**config.mk**
```make
export PLATFORM = sky130hd
export DESIGN_NAME = bubble_top
export DESIGN_NICKNAME = d
export VERILOG_FILES = /design/src/bubble_pkg.sv /design/src/bubble_top.sv /design/src/sprite_raster.sv /design/src/scene_sequencer.sv /design/src/level_roster.sv /design/src/game_control.sv
export SDC_FILE = /design/constraint.sdc
export NUM_CORES = 1
export LEC_CHECK = 0
export ABC_AREA = 1
export BUFFER_PORTS_ARGS = -buffer_cell sky130_fd_sc_hd__clkbuf_2
export CAP_MARGIN = 20
export CELL_PAD_IN_SITES_DETAIL_PLACEMENT = 1
export CELL_PAD_IN_SITES_GLOBAL_PLACEMENT = 2
export CORE_MARGIN = 2
export CORE_UTILIZATION = 36
export CTS_CLUSTER_SIZE = 25
export DETAILED_ROUTE_END_ITERATION = 8
export PLACE_DENSITY_LB_ADDON = 0.3
export SETUP_SLACK_MARGIN = 0.02
export SLEW_MARGIN = 20
export SYNTH_ARGS = -nofsm -noshare
export SYNTH_HDL_FRONTEND = slang
export SYNTH_SLANG_ARGS = --single-unit
```
**constraint.sdc**
```tcl
create_clock -name clk -period 4.1 [get_ports clk]
set_clock_uncertainty 0.2 [all_clocks]
set_input_delay 0 -clock clk [delete_from_list [all_inputs] [get_ports clk]]
set_output_delay 0 -clock clk [all_outputs]
set_load 0.1 [all_outputs]
```
**src/bubble_pkg.sv**
```systemverilog
// Shared constants for the game core
// Screen geometry, coordinate and colour widths, sprite colours,
// enemy table and level-to-enemy masks
package bubble_pkg;

    localparam int SCREEN_W = 160;
    localparam int SCREEN_H = 120;

    localparam int X_BITS     = 8;
    localparam int Y_BITS     = 7;
    localparam int COLOR_BITS = 3;
    localparam int LEVEL_BITS = 3;  // Level switch width

    localparam logic [COLOR_BITS-1:0] BG_COLOR     = 3'd0;
    localparam logic [COLOR_BITS-1:0] PLAYER_COLOR = 3'd7;
    localparam logic [COLOR_BITS-1:0] BULLET_COLOR = 3'd7;

    localparam int PLAYER_WIDTH = 3;  // Square sprite

    localparam int ENEMY_COUNT_MAX = 5;

    // Enemy table, indexed by enemy number
    localparam logic [2:0] ENEMY_WIDTH [ENEMY_COUNT_MAX] = '{
        3'd3, 3'd5, 3'd7, 3'd5, 3'd7
    };
    localparam logic [X_BITS-1:0] ENEMY_X [ENEMY_COUNT_MAX] = '{
        8'd80, 8'd100, 8'd30, 8'd50, 8'd80
    };
    localparam logic [Y_BITS-1:0] ENEMY_Y [ENEMY_COUNT_MAX] = '{
        7'd60, 7'd50, 7'd100, 7'd100, 7'd20
    };
    localparam logic [COLOR_BITS-1:0] ENEMY_COLOR [ENEMY_COUNT_MAX] = '{
        3'd1, 3'd2, 3'd3, 3'd4, 3'd5
    };

    // Enabled enemies per level, bit n is enemy n
    localparam logic [ENEMY_COUNT_MAX-1:0] LEVEL_MASK [2**LEVEL_BITS] = '{
        5'b00011,  // Level 0 falls back to level 1
        5'b00011,
        5'b00111,
        5'b11000,
        5'b11111,
        5'b00011,
        5'b00011,
        5'b00011
    };

endpackage
```
**src/bubble_top.sv**
```systemverilog
// Game core top level
// Game-state FSM, level roster and the two-stage frame renderer
module bubble_top import bubble_pkg::*; #(
    parameter int SCREEN_W    = bubble_pkg::SCREEN_W,
    parameter int SCREEN_H    = bubble_pkg::SCREEN_H,
    parameter int NUM_ENEMIES = ENEMY_COUNT_MAX,
    localparam int IDX_BITS = (NUM_ENEMIES > 1) ? $clog2(NUM_ENEMIES) : 1
) (
    input  logic                   clk,
    input  logic                   resetn,
    input  logic                   go,
    input  logic [LEVEL_BITS-1:0]  level,
    input  logic                   player_hit,
    input  logic                   bullet_hit,
    input  logic [IDX_BITS-1:0]    hit_index,
    input  logic [X_BITS-1:0]      player_x,
    input  logic [Y_BITS-1:0]      player_y,
    input  logic [X_BITS-1:0]      bullet_x,
    input  logic [Y_BITS-1:0]      bullet_y,
    input  logic                   bullet_active,
    input  logic                   frame_valid,
    input  logic                   frame_erase,
    output logic                   frame_ready,
    output logic                   pixel_valid,
    input  logic                   pixel_ready,
    output logic [X_BITS-1:0]      pixel_x,
    output logic [Y_BITS-1:0]      pixel_y,
    output logic [COLOR_BITS-1:0]  pixel_color,
    output logic                   frame_done,
    output logic                   playing,
    output logic                   paused,
    output logic                   game_over,
    output logic [NUM_ENEMIES-1:0] enemies_alive
);

    logic                  selecting;
    logic                  load_level;
    logic                  enemies_dead;
    logic                  desc_valid;
    logic                  desc_ready;
    logic [X_BITS-1:0]     desc_x;
    logic [Y_BITS-1:0]     desc_y;
    logic [X_BITS-1:0]     desc_w;
    logic [Y_BITS-1:0]     desc_h;
    logic [COLOR_BITS-1:0] desc_color;
    logic                  desc_last;

    game_control u_control (
        .clk, .resetn, .go, .player_hit, .enemies_dead,
        .selecting, .load_level, .paused, .playing, .game_over
    );

    level_roster #(
        .NUM_ENEMIES(NUM_ENEMIES)
    ) u_roster (
        .clk, .resetn, .level, .selecting, .load_level, .playing,
        .bullet_hit, .hit_index, .enemies_alive, .enemies_dead
    );

    scene_sequencer #(
        .NUM_ENEMIES(NUM_ENEMIES),
        .SCREEN_W(SCREEN_W),
        .SCREEN_H(SCREEN_H)
    ) u_sequencer (
        .clk, .resetn, .frame_valid, .frame_erase, .frame_ready,
        .player_x, .player_y, .bullet_x, .bullet_y, .bullet_active,
        .enemies_alive, .desc_valid, .desc_ready, .desc_x, .desc_y,
        .desc_w, .desc_h, .desc_color, .desc_last, .frame_done
    );

    sprite_raster #(
        .SCREEN_W(SCREEN_W),
        .SCREEN_H(SCREEN_H)
    ) u_raster (
        .clk, .resetn, .desc_valid, .desc_ready, .desc_x, .desc_y,
        .desc_w, .desc_h, .desc_color, .desc_last,
        .pixel_valid, .pixel_ready, .pixel_x, .pixel_y, .pixel_color,
        .frame_done
    );

endmodule

```
**src/sprite_raster.sv**
```systemverilog
// Second render stage
// Expands rectangle descriptors into pixel writes, row by row,
// skipping off-screen pixels and holding under back-pressure
module sprite_raster import bubble_pkg::*; #(
    parameter int SCREEN_W = bubble_pkg::SCREEN_W,
    parameter int SCREEN_H = bubble_pkg::SCREEN_H
) (
    input  logic                  clk,
    input  logic                  resetn,
    input  logic                  desc_valid,
    output logic                  desc_ready,
    input  logic [X_BITS-1:0]     desc_x,
    input  logic [Y_BITS-1:0]     desc_y,
    input  logic [X_BITS-1:0]     desc_w,
    input  logic [Y_BITS-1:0]     desc_h,
    input  logic [COLOR_BITS-1:0] desc_color,
    input  logic                  desc_last,
    output logic                  pixel_valid,
    input  logic                  pixel_ready,
    output logic [X_BITS-1:0]     pixel_x,
    output logic [Y_BITS-1:0]     pixel_y,
    output logic [COLOR_BITS-1:0] pixel_color,
    output logic                  frame_done
);

    logic                  active;
    logic [X_BITS-1:0]     base_x;
    logic [Y_BITS-1:0]     base_y;
    logic [X_BITS-1:0]     rect_w;
    logic [Y_BITS-1:0]     rect_h;
    logic [COLOR_BITS-1:0] rect_color;
    logic                  rect_last;
    logic [X_BITS-1:0]     off_x;
    logic [Y_BITS-1:0]     off_y;
    logic [X_BITS:0]       abs_x;   // One spare bit past the right edge
    logic [Y_BITS:0]       abs_y;
    logic                  on_screen;
    logic                  step;
    logic                  at_end;
    logic                  row_end;

    assign abs_x     = {1'b0, base_x} + {1'b0, off_x};
    assign abs_y     = {1'b0, base_y} + {1'b0, off_y};
    assign on_screen = (abs_x < SCREEN_W) && (abs_y < SCREEN_H);

    assign pixel_valid = active && on_screen;
    assign pixel_x     = abs_x[X_BITS-1:0];
    assign pixel_y     = abs_y[Y_BITS-1:0];
    assign pixel_color = rect_color;

    // Clipped pixels advance without waiting for the sink
    assign step       = active && (!on_screen || pixel_ready);
    assign row_end    = (off_x == rect_w - 1'b1);
    assign at_end     = row_end && (off_y == rect_h - 1'b1);
    assign desc_ready = !active || (step && at_end);

    always_ff @(posedge clk) begin
        if (!resetn) begin
            active     <= 1'b0;
            frame_done <= 1'b0;
        end else begin
            frame_done <= step && at_end && rect_last;
            if (desc_valid && desc_ready) begin
                active <= 1'b1;
            end else if (step && at_end) begin
                active <= 1'b0;
            end
        end
    end

    always_ff @(posedge clk) begin
        if (desc_valid && desc_ready) begin
            base_x     <= desc_x;
            base_y     <= desc_y;
            rect_w     <= desc_w;
            rect_h     <= desc_h;
            rect_color <= desc_color;
            rect_last  <= desc_last;
            off_x      <= '0;
            off_y      <= '0;
        end else if (step) begin
            if (row_end) begin
                off_x <= '0;
                off_y <= off_y + 1'b1;
            end else begin
                off_x <= off_x + 1'b1;
            end
        end
    end

    a_pixel_hold: assert property (
        @(posedge clk) disable iff (!resetn)
        pixel_valid && !pixel_ready |=> pixel_valid &&
            $stable({pixel_x, pixel_y, pixel_color})
    );

endmodule

```
**src/scene_sequencer.sv**
```systemverilog
// First render stage
// Captures the scene on frame acceptance and issues one rectangle
// descriptor per sprite: erase, player, live enemies, bullet
module scene_sequencer import bubble_pkg::*; #(
    parameter int NUM_ENEMIES = ENEMY_COUNT_MAX,
    parameter int SCREEN_W    = bubble_pkg::SCREEN_W,
    parameter int SCREEN_H    = bubble_pkg::SCREEN_H
) (
    input  logic                   clk,
    input  logic                   resetn,
    input  logic                   frame_valid,
    input  logic                   frame_erase,
    output logic                   frame_ready,
    input  logic [X_BITS-1:0]      player_x,
    input  logic [Y_BITS-1:0]      player_y,
    input  logic [X_BITS-1:0]      bullet_x,
    input  logic [Y_BITS-1:0]      bullet_y,
    input  logic                   bullet_active,
    input  logic [NUM_ENEMIES-1:0] enemies_alive,
    output logic                   desc_valid,
    input  logic                   desc_ready,
    output logic [X_BITS-1:0]      desc_x,
    output logic [Y_BITS-1:0]      desc_y,
    output logic [X_BITS-1:0]      desc_w,
    output logic [Y_BITS-1:0]      desc_h,
    output logic [COLOR_BITS-1:0]  desc_color,
    output logic                   desc_last,
    input  logic                   frame_done
);

    // Slot 0 erase, 1 player, 2.. enemies, last one bullet
    localparam int NSLOT     = NUM_ENEMIES + 3;
    localparam int SLOT_BITS = $clog2(NSLOT);

    logic [NSLOT-1:0]      slot_en;
    logic [NSLOT-1:0]      pending;     // Slots still to issue
    logic [NSLOT-1:0]      pending_rest;
    logic [SLOT_BITS-1:0]  next_slot;
    logic                  busy;
    logic                  accept;
    logic                  load_desc;
    logic [X_BITS-1:0]     snap_px;
    logic [Y_BITS-1:0]     snap_py;
    logic [X_BITS-1:0]     snap_bx;
    logic [Y_BITS-1:0]     snap_by;
    logic [X_BITS-1:0]     nx;
    logic [Y_BITS-1:0]     ny;
    logic [X_BITS-1:0]     nw;
    logic [Y_BITS-1:0]     nh;
    logic [COLOR_BITS-1:0] nc;

    assign frame_ready = !busy;
    assign accept      = frame_valid && frame_ready;
    assign slot_en     = {bullet_active, enemies_alive, 1'b1, frame_erase};
    assign load_desc   = (pending != '0) && (!desc_valid || desc_ready);

    // Lowest pending slot goes next
    always_comb begin
        next_slot = '0;
        for (int s = NSLOT - 1; s >= 0; s--) begin
            if (pending[s]) next_slot = SLOT_BITS'(s);
        end
        pending_rest = pending;
        pending_rest[next_slot] = 1'b0;
    end

    always_comb begin
        nx = snap_bx;  // Bullet unless another slot matches
        ny = snap_by;
        nw = X_BITS'(1);
        nh = Y_BITS'(1);
        nc = BULLET_COLOR;
        if (next_slot == '0) begin
            nx = '0;
            ny = '0;
            nw = X_BITS'(SCREEN_W);
            nh = Y_BITS'(SCREEN_H);
            nc = BG_COLOR;
        end else if (next_slot == SLOT_BITS'(1)) begin
            nx = snap_px;
            ny = snap_py;
            nw = X_BITS'(PLAYER_WIDTH);
            nh = Y_BITS'(PLAYER_WIDTH);
            nc = PLAYER_COLOR;
        end
        for (int i = 0; i < NUM_ENEMIES; i++) begin
            if (next_slot == SLOT_BITS'(i + 2)) begin
                nx = ENEMY_X[i];
                ny = ENEMY_Y[i];
                nw = X_BITS'(ENEMY_WIDTH[i]);
                nh = Y_BITS'(ENEMY_WIDTH[i]);
                nc = ENEMY_COLOR[i];
            end
        end
    end

    always_ff @(posedge clk) begin
        if (!resetn) begin
            busy       <= 1'b0;
            pending    <= '0;
            desc_valid <= 1'b0;
        end else begin
            if (accept) begin
                busy    <= 1'b1;
                pending <= slot_en;
            end else if (load_desc) begin
                pending <= pending_rest;
            end
            if (frame_done) busy <= 1'b0;  // Raster stage drained
            if (load_desc) begin
                desc_valid <= 1'b1;
            end else if (desc_ready) begin
                desc_valid <= 1'b0;
            end
        end
    end

    always_ff @(posedge clk) begin
        if (accept) begin
            snap_px <= player_x;
            snap_py <= player_y;
            snap_bx <= bullet_x;
            snap_by <= bullet_y;
        end
        if (load_desc) begin
            desc_x     <= nx;
            desc_y     <= ny;
            desc_w     <= nw;
            desc_h     <= nh;
            desc_color <= nc;
            desc_last  <= (pending_rest == '0);
        end
    end

    a_desc_hold: assert property (
        @(posedge clk) disable iff (!resetn)
        desc_valid && !desc_ready |=> desc_valid &&
            $stable({desc_x, desc_y, desc_w, desc_h, desc_color, desc_last})
    );

endmodule

```
**src/level_roster.sv**
```systemverilog
// Level roster
// Holds the selected level's enemy mask, loads it as the alive mask
// and removes one enemy per rising bullet hit
module level_roster import bubble_pkg::*; #(
    parameter int NUM_ENEMIES = ENEMY_COUNT_MAX,
    localparam int IDX_BITS = (NUM_ENEMIES > 1) ? $clog2(NUM_ENEMIES) : 1
) (
    input  logic                   clk,
    input  logic                   resetn,
    input  logic [LEVEL_BITS-1:0]  level,
    input  logic                   selecting,
    input  logic                   load_level,
    input  logic                   playing,
    input  logic                   bullet_hit,
    input  logic [IDX_BITS-1:0]    hit_index,
    output logic [NUM_ENEMIES-1:0] enemies_alive,
    output logic                   enemies_dead
);

    logic [NUM_ENEMIES-1:0] level_mask;
    logic                   hit_prev;
    logic                   hit_rise;

    assign hit_rise = bullet_hit && !hit_prev;

    always_ff @(posedge clk) begin
        if (!resetn) begin
            level_mask    <= '0;
            enemies_alive <= '0;
            hit_prev      <= 1'b0;
        end else begin
            hit_prev <= bullet_hit;
            if (selecting) begin
                level_mask <= LEVEL_MASK[level][NUM_ENEMIES-1:0];
            end
            if (load_level) begin
                enemies_alive <= level_mask;
            end else if (playing && hit_rise && (hit_index < NUM_ENEMIES)) begin
                enemies_alive[hit_index] <= 1'b0;  // One kill per hit
            end
        end
    end

    assign enemies_dead = (enemies_alive == '0);

    // Enemies never come back outside a level load
    a_alive_in_mask: assert property (
        @(posedge clk) disable iff (!resetn)
        (enemies_alive & ~level_mask) == '0
    );

endmodule

```
**src/game_control.sv**
```systemverilog
// Game-state FSM
// Steps through level select, load, pause and play on go press and release
// and ends play on a player hit or when no enemy is left
module game_control (
    input  logic clk,
    input  logic resetn,
    input  logic go,
    input  logic player_hit,
    input  logic enemies_dead,
    output logic selecting,
    output logic load_level,
    output logic paused,
    output logic playing,
    output logic game_over
);

    localparam logic [2:0] S_SELECT     = 3'd0;
    localparam logic [2:0] S_LOAD       = 3'd1;
    localparam logic [2:0] S_PAUSE      = 3'd2;
    localparam logic [2:0] S_PLAY_START = 3'd3;
    localparam logic [2:0] S_PLAY       = 3'd4;
    localparam logic [2:0] S_PAUSING    = 3'd5;
    localparam logic [2:0] S_OVER       = 3'd6;

    logic [2:0] state;
    logic [2:0] state_next;

    always_comb begin
        state_next = state;
        case (state)
            S_SELECT:     if (go) state_next = S_LOAD;
            S_LOAD:       if (!go) state_next = S_PAUSE;
            S_PAUSE:      if (go) state_next = S_PLAY_START;
            S_PLAY_START: if (!go) state_next = S_PLAY;
            S_PLAY: begin
                if (go) begin
                    state_next = S_PAUSING;
                end else if (player_hit || enemies_dead) begin
                    state_next = S_OVER;
                end
            end
            S_PAUSING:    if (!go) state_next = S_PAUSE;
            S_OVER:       if (go) state_next = S_LOAD;  // Restart same level
            default:      state_next = S_SELECT;
        endcase
    end

    always_ff @(posedge clk) begin
        if (!resetn) begin
            state <= S_SELECT;
        end else begin
            state <= state_next;
        end
    end

    assign selecting  = (state == S_SELECT);
    assign load_level = (state == S_LOAD);
    assign paused     = (state == S_PAUSE);
    assign playing    = (state == S_PLAY);
    assign game_over  = (state == S_OVER);

    a_flags_onehot: assert property (
        @(posedge clk) disable iff (!resetn)
        $onehot0({selecting, load_level, paused, playing, game_over})
    );

endmodule

```
==> metrics.csv, run 1 <==
stage,metric,value,unit
layout,Nets,829,
worst_setup_path,CP required,4190,ps
pwr,maximum vdd drop,0.335,mV
cts,cts repair resizes,0,
drt,ANT nets after route,0,
global_route,global-route wire length before repair,24400,um
worst_setup_path,kind of end point of the critical path,flop,
global_route,initial antenna violation count,0,
layout,multi-input logic area,2200,um2
timing,Achievable Freq,287,MHz
logic_synthesis,Synth cell types,44,
logic_synthesis,"EDFF count, synth",76,
timing,slew at the pin closest to its max-slew limit,655,ps
die,total die area,16700,um2
logic_synthesis,Commonest cells post-synth,"nand2_1, inv_1, edfxtp_1",
timing,Final Hold Fails,0,
die,Core ar.,15300,um2
cts,TritonCTS clock tree,done,
timing,setup TNS,0,ps
worst_setup_path,CP max FO,16,
pwr,LEAKAGE,3.25,nW
cts,Worst-path clk slew,60,ps
logic_synthesis,"Cell Area, Synth",5650,um2
die,Die Width,129,um
cts,hold_buf cts,54,
logic_synthesis,simple-gate area share of the yosys netlist,0.219,
logic_synthesis,largest family of logic cells by synthesized area,simple AND/OR/NAND/NOR gates,
layout,share of layout cells above drive strength 1,0.168,
place,detailed placement HPWL,10600,um
logic_synthesis,"Net Count, Synth",686,
global_route,number of global-route vias before repair,4892,
logic_synthesis,post-synthesis adder-cell area fraction,0.0514,
logic_synthesis,most frequent cell after synthesis,nand2_1,
die,Rows,45,
logic_synthesis,Synth Register Bits,115,
logic_synthesis,area fraction in compound gates after synthesis,0.0839,
outcome,status,"complete, no violations",
drt,DRC Markers,0,
die,Starting Density,0.370,
logic_synthesis,mean area per synthesized cell,9.13,um2
cts,Root Buffer Master,clkbuf_16,
cts,H-tree levels,4,
logic_synthesis,Ys Warns,0,
place,RePlAce Congestion,0.887,
cts,CTS Buf Count,17,
global_route,All-Layer GR Usage,0.191,
pwr,total power,6.12,mW
die,Ports,74,
global_route,largest net degree at the start of global routing,44,
worst_hold_path,worst hold path class,in -> reg,
logic_synthesis,post-synthesis mux area share,0,
logic_synthesis,post-synth top area share,0.404,
layout,area delta synth->final,30.6,%
drt,routed len/inst,15.1,um
die,Die Y,129,um
worst_setup_path,Startpoint Class,flop,
logic_synthesis,ys flop type,edfxtp_1,
timing,Finish-stage setup viols,0,
worst_setup_path,CP arrival,3580,ps
worst_setup_path,kind of critical path,reg -> reg,
place,IO buf count,73,
cts,Post-CTS Setup Bufs,0,
cts,latest clock arrival within the worst-skew pair,420,ps
global_route,GRT Max-Usage Layer,met2,
cts,Clock Tree Buf Depth,2,
logic_synthesis,post-synthesis sequential area ratio,0.542,
drt,Post-Route WL,14900,um
global_route,GRT met2 Usage,0.334,
timing,RSZ-0062 raised after global routing,no,
layout,register area,3060,um2
global_route,Global Route met3 Usage,0.0458,
timing,period utilization,0.851,
pwr,PD cells,829,nW/um2
timing,min Tclk post-route,3490,ps
global_route,met1 Usage GRT,0.225,
drt,initial DRC count,208,
layout,Final Instance Count excl. Fillers,985,
drt,Detailed Routing Iterations Pass 1,4,
logic_synthesis,cell taking the most area after synthesis,edfxtp_1,
logic_synthesis,Area contributors post-synth,"edfxtp_1, dfxtp_1, nand2_1",
timing,fin. max-slew vios,0,
logic_synthesis,Post-synth ARST share,0,
global_route,Overflow after GRT,0,
cts,clk sinks,115,
logic_synthesis,Post-Syn Instances,619,
layout,# fillers,1743,
drt,via count,4646,
logic_synthesis,xor/xnor cell area share of the yosys netlist,0.0325,
layout,diode count,0,
timing,Slew HR,0.559,
place,placed cells,900,
flow_run,Max-Cap Viols,0,
drt,DR vias/cell,4.72,
==> layer usage <==
metal | vias up | routed length (um)
met5 | - | 0
met2 | 84 | 7490
met4 | 0 | 354
li1 | 2356 | -
met3 | 29 | 459
met1 | 2177 | 6610
==> flip-flops by register name (all words and copies together) (netlist names), 4 cells and up <==
signal / flops
u_raster.base_x: 8
u_raster.base_y: 7
u_raster.off_x: 8
u_raster.off_y: 7
u_raster.rect_h: 4
u_roster.enemies_alive: 5
u_sequencer.desc_h: 4
u_sequencer.desc_x: 8
u_sequencer.desc_y: 7
u_sequencer.pending: 8
u_sequencer.snap_bx: 8
u_sequencer.snap_by: 7
u_sequencer.snap_px: 8
u_sequencer.snap_py: 7
==> power breakdown <==
part,internal (mW),leakage [nW],switching [mW]
clock,0.886,0.255,0.539
combinational,0.685,1.94,2.10
sequential,1.75,1.06,0.170
==> layout make-up <==
type,count,share of cell area
Sequential cell,115,0.415
Multi-Input combinational cell,402,0.298
Timing Repair Buffer,130,0.126
Clock buffer,18,0.0581
Inverter,96,0.0488
Tap cell,211,0.0358
Clock inverter,13,0.0188
==> through the flow <==
step                      setup slack [ps]  utilization  cell area (um2)  hold WS (ps)
after floorplan                        362            -             5660          -107
after global placement                 934        0.411             6280         -23.2
after detailed placement               813        0.411             6280         -20.8
after CTS                              602        0.484             7380          73.9
after global routing                   296        0.484             7380          85.7
final                                  612        0.484             7380          90.3
==> worst paths after layout <==
kind	start	end	slack, ps	cells past startpoint
setup reg to reg	u_raster.off_x[0]	u_sequencer.pending[7]	610	22
hold / removal	player_y[4]	u_sequencer.snap_py[4]	90	2
setup / recovery	u_raster.off_x[0]	u_sequencer.pending[7]	610	22
hold reg to reg	u_sequencer.desc_x[0]	u_raster.base_x[0]	220	0
==> kinds of logic (layout without fill, tap and decap cells) <==
kind of cell,after synthesis,in the layout
xor gates and xnor gates,21,21
AOI/OAI and AO/OA,84,84
DFF,115,115
and+or+nand+nor,275,275
adders and majority gates,22,22
buffers and inverters,102,257
==> layout by cell type, fill, tap and decap left out, drive strengths merged, types with 6 or more instances in the layout <==
cell type and count:
nand2 147, inv 95, clkbuf 91, edfxtp 76, nor2 56, dlygate4sd3 54, a21oi 44, dfxtp 39
nand3 38, o21ai 27, ha 20, xor2 13, nand4 12, nor3 10, xnor2 8, clkinvlp 6
clkinv 6
==> critical path: stages (launching register included) <==
cell and delay (ps):
dfxtp_1 410, ha_1 200, inv_1 60, fa_1 410, inv_1 80, nand2_1 50
nand2_1 90, nand3_2 80, nand2_1 60, nand2_1 60, nand2_1 80, nand2_1 60
nand2_1 50, nand2_1 90, nor2_2 130, nand2_2 80, nand3_2 90, nand3_2 110
nand2_4 200, nand3_1 100, nand2_1 90, nor2_1 50, dlygate4sd3_1 550
Note: power is estimated with default switching activity, not from simulation.
==> inputs of run 2 (changes only) <==
==> constraint.sdc (replaced) <==
create_clock -name clk -period 4 [get_ports clk]
set_clock_uncertainty 0.2 [all_clocks]
set_input_delay 0 -clock clk [delete_from_list [all_inputs] [get_ports clk]]
set_output_delay 0 -clock clk [all_outputs]
set_load 0.1 [all_outputs]
==> run 2 against run 1 <==
- maximum frequency grew 0.95%
- die area is the same
- cell count grew 0.10%
- critical path depth shrank 4
- power grew 1.9%
- highest routed layer unchanged
==> metrics.csv, run 2 (same netlist as run 1, synthesis figures left out) <==
stage,metric,value,unit,change
cts,cts repair resizes,0,,unchanged
worst_setup_path,CP arrival,3290,ps,-290 ps
worst_setup_path,kind of critical path,reg -> reg,,
place,IO buf count,73,,unchanged
pwr,maximum vdd drop,0.412,mV,+23%
timing,slew at the pin closest to its max-slew limit,843,ps,+188 ps
worst_setup_path,CP max FO,23,,+7
worst_setup_path,critical path launch point,u_raster.off_x[0],,
layout,area delta synth->final,30.7,%,about the same
drt,via count,4661,,+0.32%
cts,clk sinks,115,,unchanged
cts,Clock Tree Buf Depth,2,,unchanged
worst_setup_path,Startpoint Class,flop,,
cts,latest clock arrival within the worst-skew pair,420,ps,about the same
global_route,number of global-route vias before repair,4968,,+1.6%
worst_setup_path,Worst path slowest cell,inv_1,,
cts,hold_buf cts,55,,+1.9%
cts,Post-CTS Setup Bufs,0,,unchanged
drt,Post-Route WL,14700,um,-1.7%
timing,period utilization,0.864,,+0.0131
cts,H-tree levels,4,,unchanged
die,Core ar.,15300,um2,unchanged
die,Die Width,129,um,unchanged
global_route,initial antenna violation count,0,,unchanged
cts,Root Buffer Master,clkbuf_16,,
timing,Finish-stage setup viols,0,,unchanged
drt,DR vias/cell,4.73,,+0.22%
layout,Final Instance Count excl. Fillers,986,,+0.10%
layout,diode count,0,,unchanged
global_route,All-Layer GR Usage,0.187,,-0.00415
timing,Final Hold Fails,0,,unchanged
drt,Detailed Routing Iterations Pass 1,5,,+1
pwr,LEAKAGE,3.27,nW,+0.40%
timing,RSZ-0062 raised after global routing,no,,
timing,min Tclk post-route,3460,ps,-32.7 ps
outcome,status,"complete, no violations",,
cts,TritonCTS clock tree,done,,
die,Die Y,129,um,unchanged
worst_setup_path,CP most frequent cell,nand2_1,,
worst_setup_path,CP required,3830,ps,-360 ps
die,Rows,45,,unchanged
timing,fin. max-slew vios,0,,unchanged
die,Ports,74,,unchanged
worst_setup_path,Buffers & Inverters on Critical Path,3,,unchanged
die,total die area,16700,um2,unchanged
worst_setup_path,crit-path leading delay family,simple AND/OR/NAND/NOR gates,,
global_route,global-route wire length before repair,24200,um,-0.77%
worst_setup_path,kind of end point of the critical path,flop,,
worst_hold_path,worst hold path class,in -> reg,,
global_route,Overflow after GRT,0,,unchanged
die,Starting Density,0.370,,unchanged
worst_setup_path,CP peak stage delay,650,ps,+100 ps
drt,routed len/inst,14.9,um,-1.8%
layout,"commonest non-fill, non-tap cell in the layout",nand2_1,,
place,RePlAce Congestion,0.857,,-3.3%
cts,Worst-path clk slew,60,ps,about the same
layout,# fillers,1785,,+2.4%
place,placed cells,899,,-0.11%
layout,"commonest non-fill, non-tap cells in the layout","nand2_1, inv_1, edfxtp_1",,
flow_run,Max-Cap Viols,0,,unchanged
place,detailed placement HPWL,10600,um,+0.49%
timing,setup TNS,0,ps,unchanged
worst_setup_path,worst reg2reg startpoint,u_raster.off_x[0],,
pwr,PD cells,845,nW/um2,+1.8%
worst_setup_path,crit-path cells,ha_1 > inv_1 > fa_1 > inv_1 > nand2_1 > nand2_1 > nand3_2 > nand3_1 > nand2_1 > nand2_1 > nand2_1 > nand2_1 > nor2_2 > nand2_2 > nand3_2 > nand3_2 > nand2_4 > inv_1,,
layout,Nets,829,,unchanged
timing,Achievable Freq,289,MHz,+0.95%
global_route,largest net degree at the start of global routing,44,,unchanged
drt,ANT nets after route,0,,unchanged
timing,Slew HR,0.437,,-0.122
layout,share of layout cells above drive strength 1,0.168,,-0.000217
worst_hold_path,min-delay src,player_x[6],,
drt,DRC Markers,0,,unchanged
drt,initial DRC count,179,,-14%
cts,CTS Buf Count,17,,unchanged
[run 2: changes by cell type in the layout (fill, tap and decap cells not counted), sizes merged]
cell	previous run	this run
dlygate4sd3	54	55
buf	3	2
clkinvlp	6	4
inv	95	96
clkinv	6	8
[run 2: metal layers]
| layer | vias up | global-route usage | share of wire |
|---|---|---|---|
| met2 | 73 | 0.333 | 0.52 |
| met5 | - | 0 | 0 |
| met3 | 13 | 0.0392 | 0.028 |
| li1 | 2348 | - | - |
| met1 | 2227 | 0.223 | 0.45 |
| met4 | 0 | 0.0652 | 0.0093 |
[run 2: final timing paths]
kind                                 end  slack (ps)  cells after the start
setup / recovery   u_sequencer.desc_y[1]         540                     18
hold / removal    u_sequencer.snap_px[6]          90                      2
setup reg to reg   u_sequencer.desc_y[1]         540                     18
hold reg to reg       u_raster.rect_h[0]         220                      0
[run 2: power by group]
part,internal (mW),switching [mW],leakage (nW)
Sequential,1.79,0.172,1.06
Combinational,0.689,2.13,1.94
Clock,0.909,0.546,0.267
Total,3.39,2.85,3.27
[run 2: stage by stage]
step	total power [mW]	cell area [um2]	hold WS (ps)	setup slack, ps	util
floorplan	4.12	5660	-107	262	-
global placement	4.70	6270	-23.7	665	0.411
finish	6.24	7390	92.1	544	0.484
global route	6.65	7390	100	235	0.484
detailed placement	4.79	6270	-21.2	553	0.411
CTS	6.31	7390	73.0	524	0.484
[run 2: final cells by class]
type | count | area (um2) | area share
Sequential cell | 115 | 3060 | 0.415
Multi-Input combinational cell | 402 | 2200 | 0.298
Timing Repair Buffer | 130 | 931 | 0.126
Clock buffer | 18 | 429 | 0.0581
Inverter | 96 | 360 | 0.0488
Tap cell | 211 | 264 | 0.0357
Clock inverter | 14 | 139 | 0.0188
